$ cat src/logic/exec_pkg.sv
package exec_pkg;

    // datapath width
    localparam int XLEN = 32;

    // rob sizing, tag width follows from it
    localparam int ROB_ENTRIES = 8;
    localparam int TAG_W = $clog2(ROB_ENTRIES);

    // station sizes
    localparam int ALU_RS_SIZE = 4;
    localparam int MUL_RS_SIZE = 2;
    localparam int ALU_IDX_W = $clog2(ALU_RS_SIZE);
    localparam int MUL_IDX_W = $clog2(MUL_RS_SIZE);

    // bus clients: 0 is the alu station, 1 the mul station
    localparam int NUM_CDB_CLIENTS = 2;

    typedef logic [XLEN-1:0]      xlen_word_t;
    typedef logic [TAG_W-1:0]     rob_tag_t;
    typedef logic [ALU_IDX_W-1:0] alu_idx_t;
    typedef logic [MUL_IDX_W-1:0] mul_idx_t;

    // shifts use b[4:0]
    typedef enum logic [3:0] {
        op_add,
        op_sub,
        op_and,
        op_or,
        op_xor,
        op_sll,
        op_srl,
        op_sra,
        op_slt,
        op_sltu
    } alu_op_e;

    // low word, signed high word, unsigned high word
    typedef enum logic [1:0] {
        op_mul,
        op_mulh,
        op_mulhu
    } mul_op_e;

    typedef enum logic {
        unit_alu,
        unit_mul
    } unit_e;

    // value when ready, otherwise tag of the producer
    typedef struct packed {
        logic       ready;
        rob_tag_t   tag;
        xlen_word_t value;
    } operand_t;

    typedef struct packed {
        logic     valid;
        unit_e    unit;
        alu_op_e  alu_op;
        mul_op_e  mul_op;
        rob_tag_t dest;
        operand_t src1;
        operand_t src2;
    } dispatch_t;

    typedef struct packed {
        logic       valid;
        rob_tag_t   tag;
        xlen_word_t value;
    } cdb_t;

    typedef struct packed {
        logic     in_use;
        logic     issued;
        logic     done;
        alu_op_e  op;
        rob_tag_t dest;
        operand_t src1;
        operand_t src2;
    } alu_entry_t;

    // operand after snooping the bus for its tag
    function automatic operand_t snoop_operand(operand_t opnd, cdb_t bus);
        operand_t res;
        res = opnd;
        if (!opnd.ready && bus.valid && bus.tag == opnd.tag) begin
            res.ready = 1'b1;
            res.value = bus.value;
        end
        return res;
    endfunction

endpackage

$ cat src/logic/alu.sv
module alu import exec_pkg::*; (
    input  logic       clk,
    input  logic       load_i,
    input  alu_op_e    op_i,
    input  xlen_word_t a_i,
    input  xlen_word_t b_i,
    output xlen_word_t result_o,
    output logic       ready_o
);

    xlen_word_t f;
    logic [4:0] shamt;

    // rv32 shifts only look at the low five bits
    assign shamt = b_i[4:0];

    always_comb begin
        case (op_i)
            op_add:  f = a_i + b_i;
            op_sub:  f = a_i - b_i;
            op_and:  f = a_i & b_i;
            op_or:   f = a_i | b_i;
            op_xor:  f = a_i ^ b_i;
            op_sll:  f = a_i << shamt;
            op_srl:  f = a_i >> shamt;
            // arithmetic shift keeps the sign
            op_sra:  f = xlen_word_t'($signed(a_i) >>> shamt);
            op_slt:  f = {{(XLEN-1){1'b0}}, $signed(a_i) < $signed(b_i)};
            op_sltu: f = {{(XLEN-1){1'b0}}, a_i < b_i};
            default: f = '0;
        endcase
    end

    // one result per load, ready the cycle after
    always_ff @(posedge clk) begin
        ready_o <= load_i;
        if (load_i) begin
            result_o <= f;
        end
    end

endmodule

$ cat src/logic/mul_unit.sv
module mul_unit import exec_pkg::*; (
    input  logic       clk,
    input  logic       rst_n_i,
    input  logic       flush_i,
    input  logic       start_i,
    input  mul_op_e    op_i,
    input  xlen_word_t a_i,
    input  xlen_word_t b_i,
    output xlen_word_t result_o,
    output logic       busy_o,
    output logic       done_o
);

    typedef enum logic [1:0] {
        st_idle,
        st_run,
        st_finish
    } mul_state_e;

    mul_state_e          state_q;
    logic [4:0]          cnt_q;
    mul_op_e             op_q;
    logic                neg_q;
    xlen_word_t          mcand_q;
    logic [2*XLEN-1:0]   prod_q;
    logic [XLEN:0]       step_sum;
    logic [2*XLEN-1:0]   signed_prod;
    logic                signed_in;
    xlen_word_t          a_mag;
    xlen_word_t          b_mag;

    // only mulh treats its inputs as signed
    assign signed_in = (op_i == op_mulh);
    assign a_mag = (signed_in && a_i[XLEN-1]) ? -a_i : a_i;
    assign b_mag = (signed_in && b_i[XLEN-1]) ? -b_i : b_i;

    // add multiplicand into the upper half when the low bit is set
    assign step_sum = {1'b0, prod_q[2*XLEN-1:XLEN]} + (prod_q[0] ? {1'b0, mcand_q} : '0);
    assign signed_prod = neg_q ? -prod_q : prod_q;

    assign busy_o = (state_q != st_idle);

    always_ff @(posedge clk) begin
        if (!rst_n_i || flush_i) begin
            state_q <= st_idle;
            done_o  <= 1'b0;
        end else begin
            done_o <= 1'b0;
            case (state_q)
                st_idle: begin
                    if (start_i) begin
                        state_q <= st_run;
                    end
                end
                // 32 shift-add steps
                st_run: begin
                    if (cnt_q == 5'd31) begin
                        state_q <= st_finish;
                    end
                end
                st_finish: begin
                    state_q <= st_idle;
                    done_o  <= 1'b1;
                end
                default: state_q <= st_idle;
            endcase
        end
    end

    // datapath
    always_ff @(posedge clk) begin
        case (state_q)
            st_idle: begin
                if (start_i) begin
                    op_q    <= op_i;
                    neg_q   <= signed_in && (a_i[XLEN-1] ^ b_i[XLEN-1]);
                    mcand_q <= a_mag;
                    prod_q  <= {{XLEN{1'b0}}, b_mag};
                    cnt_q   <= '0;
                end
            end
            st_run: begin
                prod_q <= {step_sum, prod_q[XLEN-1:1]};
                cnt_q  <= cnt_q + 5'd1;
            end
            st_finish: begin
                // low word for mul, high word otherwise
                result_o <= (op_q == op_mul) ? signed_prod[XLEN-1:0]
                                             : signed_prod[2*XLEN-1:XLEN];
            end
            default: cnt_q <= '0;
        endcase
    end

endmodule

$ cat src/logic/alu_rs.sv
module alu_rs import exec_pkg::*; (
    input  logic      clk,
    input  logic      rst_n_i,
    input  logic      flush_i,
    input  dispatch_t dispatch_i,
    input  logic      load_i,
    input  cdb_t      cdb_i,
    output logic      full_o,
    output logic      req_o,
    output cdb_t      req_data_o,
    input  logic      grant_i
);

    alu_entry_t             ent_q [ALU_RS_SIZE];
    xlen_word_t             res_q [ALU_RS_SIZE];
    xlen_word_t             alu_res [ALU_RS_SIZE];
    logic [ALU_RS_SIZE-1:0] alu_load;
    logic [ALU_RS_SIZE-1:0] alu_ready;
    logic [ALU_RS_SIZE-1:0] free_vec;
    logic [ALU_RS_SIZE-1:0] done_vec;
    alu_idx_t               free_idx;
    alu_idx_t               done_idx;
    alu_idx_t               sel_idx;
    alu_idx_t               sel_q;
    logic                   pend_q;

    always_comb begin
        free_idx = '0;
        done_idx = '0;
        for (int i = 0; i < ALU_RS_SIZE; i++) begin
            free_vec[i] = !ent_q[i].in_use;
            done_vec[i] = ent_q[i].in_use && ent_q[i].done;
            // issue once both operands are present
            alu_load[i] = ent_q[i].in_use && !ent_q[i].issued
                          && ent_q[i].src1.ready && ent_q[i].src2.ready;
        end
        // downward scan leaves the lowest index
        for (int i = ALU_RS_SIZE - 1; i >= 0; i--) begin
            if (free_vec[i]) begin
                free_idx = alu_idx_t'(i);
            end
            if (done_vec[i]) begin
                done_idx = alu_idx_t'(i);
            end
        end
    end

    assign full_o = !(|free_vec);
    assign req_o  = |done_vec;

    // lowest done entry, or the one still waiting for its grant
    assign sel_idx = pend_q ? sel_q : done_idx;

    assign req_data_o.valid = req_o;
    assign req_data_o.tag   = ent_q[sel_idx].dest;
    assign req_data_o.value = res_q[sel_idx];

    always_ff @(posedge clk) begin
        if (!rst_n_i || flush_i) begin
            for (int i = 0; i < ALU_RS_SIZE; i++) begin
                ent_q[i].in_use <= 1'b0;
                ent_q[i].issued <= 1'b0;
                ent_q[i].done   <= 1'b0;
            end
            pend_q <= 1'b0;
        end else begin
            for (int i = 0; i < ALU_RS_SIZE; i++) begin
                // wakeup from the bus
                ent_q[i].src1 <= snoop_operand(ent_q[i].src1, cdb_i);
                ent_q[i].src2 <= snoop_operand(ent_q[i].src2, cdb_i);
                if (alu_load[i]) begin
                    ent_q[i].issued <= 1'b1;
                end
                // ignore a stale ready from before a flush
                if (alu_ready[i] && ent_q[i].in_use && ent_q[i].issued) begin
                    ent_q[i].done <= 1'b1;
                end
            end

            // broadcast taken, free the entry
            if (req_o && grant_i) begin
                ent_q[sel_idx].in_use <= 1'b0;
                ent_q[sel_idx].issued <= 1'b0;
                ent_q[sel_idx].done   <= 1'b0;
            end

            // new instruction, same-cycle tag match captured here
            if (load_i && !full_o) begin
                ent_q[free_idx].in_use <= 1'b1;
                ent_q[free_idx].issued <= 1'b0;
                ent_q[free_idx].done   <= 1'b0;
                ent_q[free_idx].op     <= dispatch_i.alu_op;
                ent_q[free_idx].dest   <= dispatch_i.dest;
                ent_q[free_idx].src1   <= snoop_operand(dispatch_i.src1, cdb_i);
                ent_q[free_idx].src2   <= snoop_operand(dispatch_i.src2, cdb_i);
            end

            pend_q <= req_o && !grant_i;
        end
    end

    // results and offered index
    always_ff @(posedge clk) begin
        sel_q <= sel_idx;
        for (int i = 0; i < ALU_RS_SIZE; i++) begin
            if (alu_ready[i]) begin
                res_q[i] <= alu_res[i];
            end
        end
    end

    for (genvar g = 0; g < ALU_RS_SIZE; g++) begin : g_alu
        alu u_alu (
            .clk      (clk),
            .load_i   (alu_load[g]),
            .op_i     (ent_q[g].op),
            .a_i      (ent_q[g].src1.value),
            .b_i      (ent_q[g].src2.value),
            .result_o (alu_res[g]),
            .ready_o  (alu_ready[g])
        );
    end

endmodule

$ cat src/logic/mul_rs.sv
module mul_rs import exec_pkg::*; (
    input  logic      clk,
    input  logic      rst_n_i,
    input  logic      flush_i,
    input  dispatch_t dispatch_i,
    input  logic      load_i,
    input  cdb_t      cdb_i,
    output logic      full_o,
    output logic      req_o,
    output cdb_t      req_data_o,
    input  logic      grant_i
);

    typedef struct packed {
        logic     in_use;
        logic     issued;
        mul_op_e  op;
        rob_tag_t dest;
        operand_t src1;
        operand_t src2;
    } mul_entry_t;

    mul_entry_t             ent_q [MUL_RS_SIZE];
    logic [MUL_RS_SIZE-1:0] rdy_vec;
    mul_idx_t               older_q;
    mul_idx_t               free_idx;
    mul_idx_t               start_idx;
    mul_idx_t               run_q;
    logic                   start;
    logic                   hold_q;
    logic                   mul_busy;
    logic                   mul_done;
    xlen_word_t             mul_res;

    always_comb begin
        for (int i = 0; i < MUL_RS_SIZE; i++) begin
            rdy_vec[i] = ent_q[i].in_use && !ent_q[i].issued
                         && ent_q[i].src1.ready && ent_q[i].src2.ready;
        end
    end

    assign full_o   = ent_q[0].in_use && ent_q[1].in_use;
    assign free_idx = ent_q[0].in_use ? mul_idx_t'(1) : mul_idx_t'(0);

    // oldest ready entry first
    assign start_idx = rdy_vec[older_q] ? older_q : ~older_q;
    // multiplier free and no product waiting for the bus
    assign start = (|rdy_vec) && !mul_busy && !mul_done && !hold_q;

    assign req_o            = hold_q;
    assign req_data_o.valid = hold_q;
    assign req_data_o.tag   = ent_q[run_q].dest;
    assign req_data_o.value = mul_res;

    always_ff @(posedge clk) begin
        if (!rst_n_i || flush_i) begin
            for (int i = 0; i < MUL_RS_SIZE; i++) begin
                ent_q[i].in_use <= 1'b0;
                ent_q[i].issued <= 1'b0;
            end
            hold_q  <= 1'b0;
            older_q <= '0;
        end else begin
            for (int i = 0; i < MUL_RS_SIZE; i++) begin
                ent_q[i].src1 <= snoop_operand(ent_q[i].src1, cdb_i);
                ent_q[i].src2 <= snoop_operand(ent_q[i].src2, cdb_i);
            end
            if (start) begin
                ent_q[start_idx].issued <= 1'b1;
                run_q <= start_idx;
            end
            if (mul_done) begin
                hold_q <= 1'b1;
            end
            // product broadcast, the other entry becomes oldest
            if (req_o && grant_i) begin
                hold_q               <= 1'b0;
                ent_q[run_q].in_use  <= 1'b0;
                ent_q[run_q].issued  <= 1'b0;
                older_q              <= ~run_q;
            end
            if (load_i && !full_o) begin
                ent_q[free_idx].in_use <= 1'b1;
                ent_q[free_idx].issued <= 1'b0;
                ent_q[free_idx].op     <= dispatch_i.mul_op;
                ent_q[free_idx].dest   <= dispatch_i.dest;
                ent_q[free_idx].src1   <= snoop_operand(dispatch_i.src1, cdb_i);
                ent_q[free_idx].src2   <= snoop_operand(dispatch_i.src2, cdb_i);
                // new entry is oldest only when it ends up alone
                if (!ent_q[~free_idx].in_use || (req_o && grant_i && run_q == ~free_idx)) begin
                    older_q <= free_idx;
                end else begin
                    older_q <= ~free_idx;
                end
            end
        end
    end

    mul_unit u_mul (
        .clk      (clk),
        .rst_n_i  (rst_n_i),
        .flush_i  (flush_i),
        .start_i  (start),
        .op_i     (ent_q[start_idx].op),
        .a_i      (ent_q[start_idx].src1.value),
        .b_i      (ent_q[start_idx].src2.value),
        .result_o (mul_res),
        .busy_o   (mul_busy),
        .done_o   (mul_done)
    );

endmodule

$ cat src/logic/cdb_arbiter.sv
module cdb_arbiter import exec_pkg::*; (
    input  logic                             clk,
    input  logic                             rst_n_i,
    input  logic                             flush_i,
    input  logic [NUM_CDB_CLIENTS-1:0]       req_i,
    input  cdb_t [NUM_CDB_CLIENTS-1:0]       data_i,
    output logic [NUM_CDB_CLIENTS-1:0]       grant_o,
    output cdb_t                             cdb_o
);

    // index of the last station that won the bus
    logic last_q;
    logic win;

    always_comb begin
        grant_o = req_i;
        // tie goes to whoever did not win last
        if (&req_i) begin
            grant_o = last_q ? 2'b01 : 2'b10;
        end
    end

    assign win = grant_o[1];

    always_ff @(posedge clk) begin
        if (!rst_n_i || flush_i) begin
            cdb_o.valid <= 1'b0;
            // alu station first after reset
            last_q <= 1'b1;
        end else begin
            cdb_o.valid <= |grant_o;
            if (|grant_o) begin
                // one-cycle broadcast of the winner's payload
                cdb_o.tag   <= data_i[win].tag;
                cdb_o.value <= data_i[win].value;
                last_q      <= win;
            end
        end
    end

endmodule

$ cat src/logic/exec_top.sv
module exec_top import exec_pkg::*; (
    input  logic      clk,
    input  logic      rst_n_i,
    input  logic      flush_i,
    input  dispatch_t dispatch_i,
    output logic      alu_full_o,
    output logic      mul_full_o,
    output cdb_t      cdb_o
);

    logic [NUM_CDB_CLIENTS-1:0] req;
    logic [NUM_CDB_CLIENTS-1:0] grant;
    cdb_t [NUM_CDB_CLIENTS-1:0] req_data;
    logic                       alu_load;
    logic                       mul_load;

    // steer by unit
    assign alu_load = dispatch_i.valid && (dispatch_i.unit == unit_alu);
    assign mul_load = dispatch_i.valid && (dispatch_i.unit == unit_mul);

    // client 0
    alu_rs u_alu_rs (
        .clk        (clk),
        .rst_n_i    (rst_n_i),
        .flush_i    (flush_i),
        .dispatch_i (dispatch_i),
        .load_i     (alu_load),
        .cdb_i      (cdb_o),
        .full_o     (alu_full_o),
        .req_o      (req[0]),
        .req_data_o (req_data[0]),
        .grant_i    (grant[0])
    );

    // client 1
    mul_rs u_mul_rs (
        .clk        (clk),
        .rst_n_i    (rst_n_i),
        .flush_i    (flush_i),
        .dispatch_i (dispatch_i),
        .load_i     (mul_load),
        .cdb_i      (cdb_o),
        .full_o     (mul_full_o),
        .req_o      (req[1]),
        .req_data_o (req_data[1]),
        .grant_i    (grant[1])
    );

    // registered bus fed back to both stations
    cdb_arbiter u_arb (
        .clk     (clk),
        .rst_n_i (rst_n_i),
        .flush_i (flush_i),
        .req_i   (req),
        .data_i  (req_data),
        .grant_o (grant),
        .cdb_o   (cdb_o)
    );

endmodule

$ cat config.mk
export PLATFORM = sky130hd
export DESIGN_NAME = exec_top
export DESIGN_NICKNAME = d
export VERILOG_FILES = /design/src/logic/exec_pkg.sv /design/src/logic/alu.sv /design/src/logic/mul_unit.sv /design/src/logic/alu_rs.sv /design/src/logic/mul_rs.sv /design/src/logic/cdb_arbiter.sv /design/src/logic/exec_top.sv
export SDC_FILE = /design/constraint.sdc
export NUM_CORES = 2
export LEC_CHECK = 0
export ABC_AREA = 1
export BUFFER_PORTS_ARGS = -buffer_cell sky130_fd_sc_hd__buf_2
export CAP_MARGIN = 5
export CORE_UTILIZATION = 25
export DETAILED_ROUTE_END_ITERATION = 6
export MAX_ROUTING_LAYER = met4
export PLACE_DENSITY = 0.49
export SLEW_MARGIN = 20
export SYNTH_ARGS = -nofsm -noshare
export SYNTH_HDL_FRONTEND = slang
export SYNTH_SLANG_ARGS = --single-unit
$ cat constraint.sdc
create_clock -name clk -period 6.2 [get_ports clk]
set_input_delay 0.93 -clock clk [delete_from_list [all_inputs] [get_ports clk]]
set_output_delay 0.93 -clock clk [all_outputs]
set_load 0.005 [all_outputs]
==> impl_results.md <==
- Worst setup margin: 1.48 ns
- Leakage component of the power: 36.4 nW
- Kind of start point of the critical path: register
- Dominant combinational cell family by area after synthesis: simple AND/OR/NAND/NOR gates
- Area share of fa/ha/maj cells after synthesis: 7.23%
- Crit path DAT: 5.04 ns
- Number of ports placed on the die boundary: 124
- Critical path class: register to register
- Synthesized-area fraction occupied by ao, oa, aoi and oai cells: 20.1%
- Std-Cell Rows: 204
- P&R area growth vs syn: 11.5%
- Number of design-rule violations left by the first detailed-router iteration: 11700
- Commonest cells after routing, fill and taps aside: 2984 x sky130_fd_sc_hd__nand2_1, 1343 x sky130_fd_sc_hd__o21ai_0, 1204 x sky130_fd_sc_hd__inv_1
- Fmax: 212 MHz
- Post-CTS setup buffer count: 0
- Number of buffers inserted for hold repair after clock tree synthesis: 0
- Synth Cell Area: 78100 µm²
- Cell area after placement: 83500 µm²
- Floorplan die width: 561 µm
- Crit share post-route: 76.1%
- Count of unique library cells instantiated by Yosys: 63
- Total number of vias: 83800
- Total number of clock tree sinks: 929
- Core Area: 310000 µm²
- Register cell area after layout: 27600 µm²
- Remaining routing DRC violations: 7
- Worst R2R Setup Slack: 1.48 ns
- Die area: 315000 µm²
- Port bufs: 123
- R2r endpoint: u_alu_rs.ent_q[3][2]
- Number of nets still failing antenna checks after routing: 0
- Number of endpoints with negative hold slack in the final report: 0
- Share of the synthesized area in the top cell type: 34.5%
- Cell chosen for the clock root: sky130_fd_sc_hd__clkbuf_16
- Unrepaired setup endpoints after global routing: false
- Post-placement cell count: 15200
- Worst setup skew after layout: 0.0785 ns
- Data required time of the critical path: 6.52 ns
- RR Startpoint: u_arb.cdb_o[32]
- Start point of the worst hold path: u_alu_rs.g_alu[2].u_alu.result_o[25]
- Vias/cell: 5.43
- Number of standard cells in the layout, taps in and fillers out: 15400
- Count of H-tree levels built during CTS: 3
- Clock Path Buffers: 3
- Post-detail-place hpwl: 356000 µm
- Cell types with the largest area share after synthesis: sky130_fd_sc_hd__edfxtp_1 35%, sky130_fd_sc_hd__nand2_1 14%, sky130_fd_sc_hd__o21ai_0 8.6%
- Die Y-Extent: 561 µm
- Proportion of synthesized chip area in sequential cells: 35.3%
- Fraction of synthesized area in multiplexers: 0.512%
- Actual slew at the worst max-slew pin: 1.25 ns
- Most instantiated flip-flop cell in the synthesis netlist: sky130_fd_sc_hd__edfxtp_1
- Fraction of registers with async set or reset after synthesis: 0%
- Minimum clock period after layout: 4.72 ns
- Number of flip-flops and latches in the synthesized netlist: 929
- Status: complete, but fails checks
- Fill cell instance count of the final layout: 34600
- Post-route total power: 14.2 mW
- Leading cell type in the layout, fill and taps excluded: sky130_fd_sc_hd__nand2_1
- Cell count after synthesis: 11300
- Aggregate global routing overflow: 0
- Average detailed-routed wire length per instance: 28.8 µm
- Number of nets produced by synthesis: 11900
- Global-route wire length before repair: 603000 µm
- Peak VDD IR: 0.000245 V
- Headroom to the max-slew limit: 16.2%
- Largest net degree at the start of global routing: 110
- Depth of the worst register-to-register path: 6
- Post-Synthesis Mean Instance Area: 6.90 µm²
- Finished layout cell area: 87200 µm²
- Total of warnings raised by yosys: 0
- Worst slack after detailed placement: 1.48 ns
- Total count of max-transition violations in the final report: 0
- # setup viols final: 0
- Area share of and/or/nand/nor cells after synthesis: 27.5%
- Violations in the final reports: design-rule violations
- Share of layout cells above drive strength 1: 5.45%
- Vias in the first global route: 74900
- Worst Path Max Fanout: 40
- Clock tree from TritonCTS: done
- Setup TNS Final: 0 ns
- Area share of xor/xnor cells in the synthesized design: 0.661%
- # nets final: 11700
- Multi-input gate area in the final layout: 44000 µm²
- Clock latency at the later pin of the worst-skew pair: 0.82 ns
- Clock transition at the registers of the reported paths: 0.06 ns
- Number of enable flip-flop cells after synthesis: 898
- Cts bufs inserted: 109
- Worst min-delay path endpoint: u_alu_rs.res_q[2][25]
- Weighted congestion at the end of routability-driven global placement: 1.07
- Max-capacitance violation count: 0
- Worst Setup End Kind: register
- Number of cells traversed by the worst hold path: 0
- Starting density of the core: 25.2%
- Final wirelength: 444000 µm
- Initial DRT Pass Iterations: 7
- PD cells: 163 nW/µm²
- GRT Util Overall: 27.8%
- Number of gates resized after CTS: 0
- Cell taking the most area after synthesis: sky130_fd_sc_hd__edfxtp_1
- Initial antenna violation count: 21
- Worst min-delay path category: register to register
layer usage:
layer	up-vias	share of wire, %	GRT usage (%)	wire length (µm)
met3	768	8.9	4.08	39600
li1	38100	-	-	-
met4	0	7.1	16.5	31500
met2	4544	42	40.3	188000
met1	40400	42	36.7	186000
met5	-	0	-	0
synth_stat cells (43+ instances only):
library cell,instances
sky130_fd_sc_hd__a21oi_1,768
sky130_fd_sc_hd__buf_1,49
sky130_fd_sc_hd__clkbuf_1,477
sky130_fd_sc_hd__edfxtp_1,898
sky130_fd_sc_hd__ha_1,437
sky130_fd_sc_hd__inv_1,1211
sky130_fd_sc_hd__nand2_1,2988
sky130_fd_sc_hd__nand3_1,660
sky130_fd_sc_hd__nand4_1,160
sky130_fd_sc_hd__nor2_1,1154
sky130_fd_sc_hd__nor3_1,119
sky130_fd_sc_hd__o211ai_1,110
sky130_fd_sc_hd__o21a_1,54
sky130_fd_sc_hd__o21ai_0,1346
sky130_fd_sc_hd__o21ai_1,46
sky130_fd_sc_hd__o22ai_1,141
sky130_fd_sc_hd__or2_2,54
sky130_fd_sc_hd__xor2_1,43
critical path, cell delays in order (launching register included):
cell and delay [ns]:
sky130_fd_sc_hd__edfxtp_1 0.54, sky130_fd_sc_hd__inv_1 0.44, sky130_fd_sc_hd__a2111oi_0 0.70, sky130_fd_sc_hd__nand2_2 0.67
sky130_fd_sc_hd__buf_4 0.43, sky130_fd_sc_hd__a21oi_1 0.81, sky130_fd_sc_hd__o21ai_0 0.62
worst max-delay path by stage:
stage                    startpoint               endpoint  cells after the start
finish              u_arb.cdb_o[32]   u_alu_rs.ent_q[3][2]                      6
global route        u_arb.cdb_o[32]   u_alu_rs.ent_q[3][3]                      6
CTS                 u_arb.cdb_o[32]   u_alu_rs.ent_q[3][3]                      6
detailed placement   dispatch_i[34]   u_alu_rs.ent_q[3][3]                      7
global placement     dispatch_i[34]   u_alu_rs.ent_q[3][3]                      7
floorplan                   rst_n_i  u_alu_rs.ent_q[1][36]                      6
per-stage QoR:
stage          utilization (%)  hold WS, ns
2_1_floorplan                -        0.400
3_3_place_gp              26.9        0.401
3_5_place_dp              26.9        0.405
4_1_cts                   28.1        0.413
5_1_grt                   28.1        0.421
6_report                  28.1        0.407
cell families (layout without fill, tap and decap cells):
group,Yosys count,count (layout)
simple gates,5237,5237
flops,929,929
xor+xnor,59,59
compound gates,2814,2814
buf+inv,1794,1762
other cells,0,12
mux,40,40
fa+ha+maj,446,446
final cells by class:
class | instances | area share, %
multi-input combinational | 8596 | 50.5
sequential | 929 | 31.7
tap | 4120 | 5.91
inverter | 1245 | 5.37
clock buffer | 146 | 3.33
timing repair buffer | 314 | 2.43
clock inverter | 57 | 0.787
antenna | 12 | 0.0345
report_power, final:
group / internal [mW] / total (mW) / switching [mW] / leakage [nW]
clock: 3.74 / 6.65 / 2.92 / 1.73
combinational: 0.146 / 0.677 / 0.531 / 26.2
sequential: 6.84 / 6.86 / 0.0275 / 8.42
sequential cells by signal (all words and copies together) (netlist names), 4 cells and up, named ones only:
name / flops
u_alu_rs.ent_q: 328
u_alu_rs.res_q: 128
u_mul_rs.u_mul.result_o: 32
u_mul_rs.u_mul.cnt_q: 5
u_arb.cdb_o: 36
u_alu_rs.g_alu.u_alu.result_o: 128
u_mul_rs.u_mul.prod_q: 64
u_mul_rs.u_mul.mcand_q: 32
u_mul_rs.ent_q: 158
u_alu_rs.g_alu.u_alu.ready_o: 4
Power figures use the tool's default switching activity.
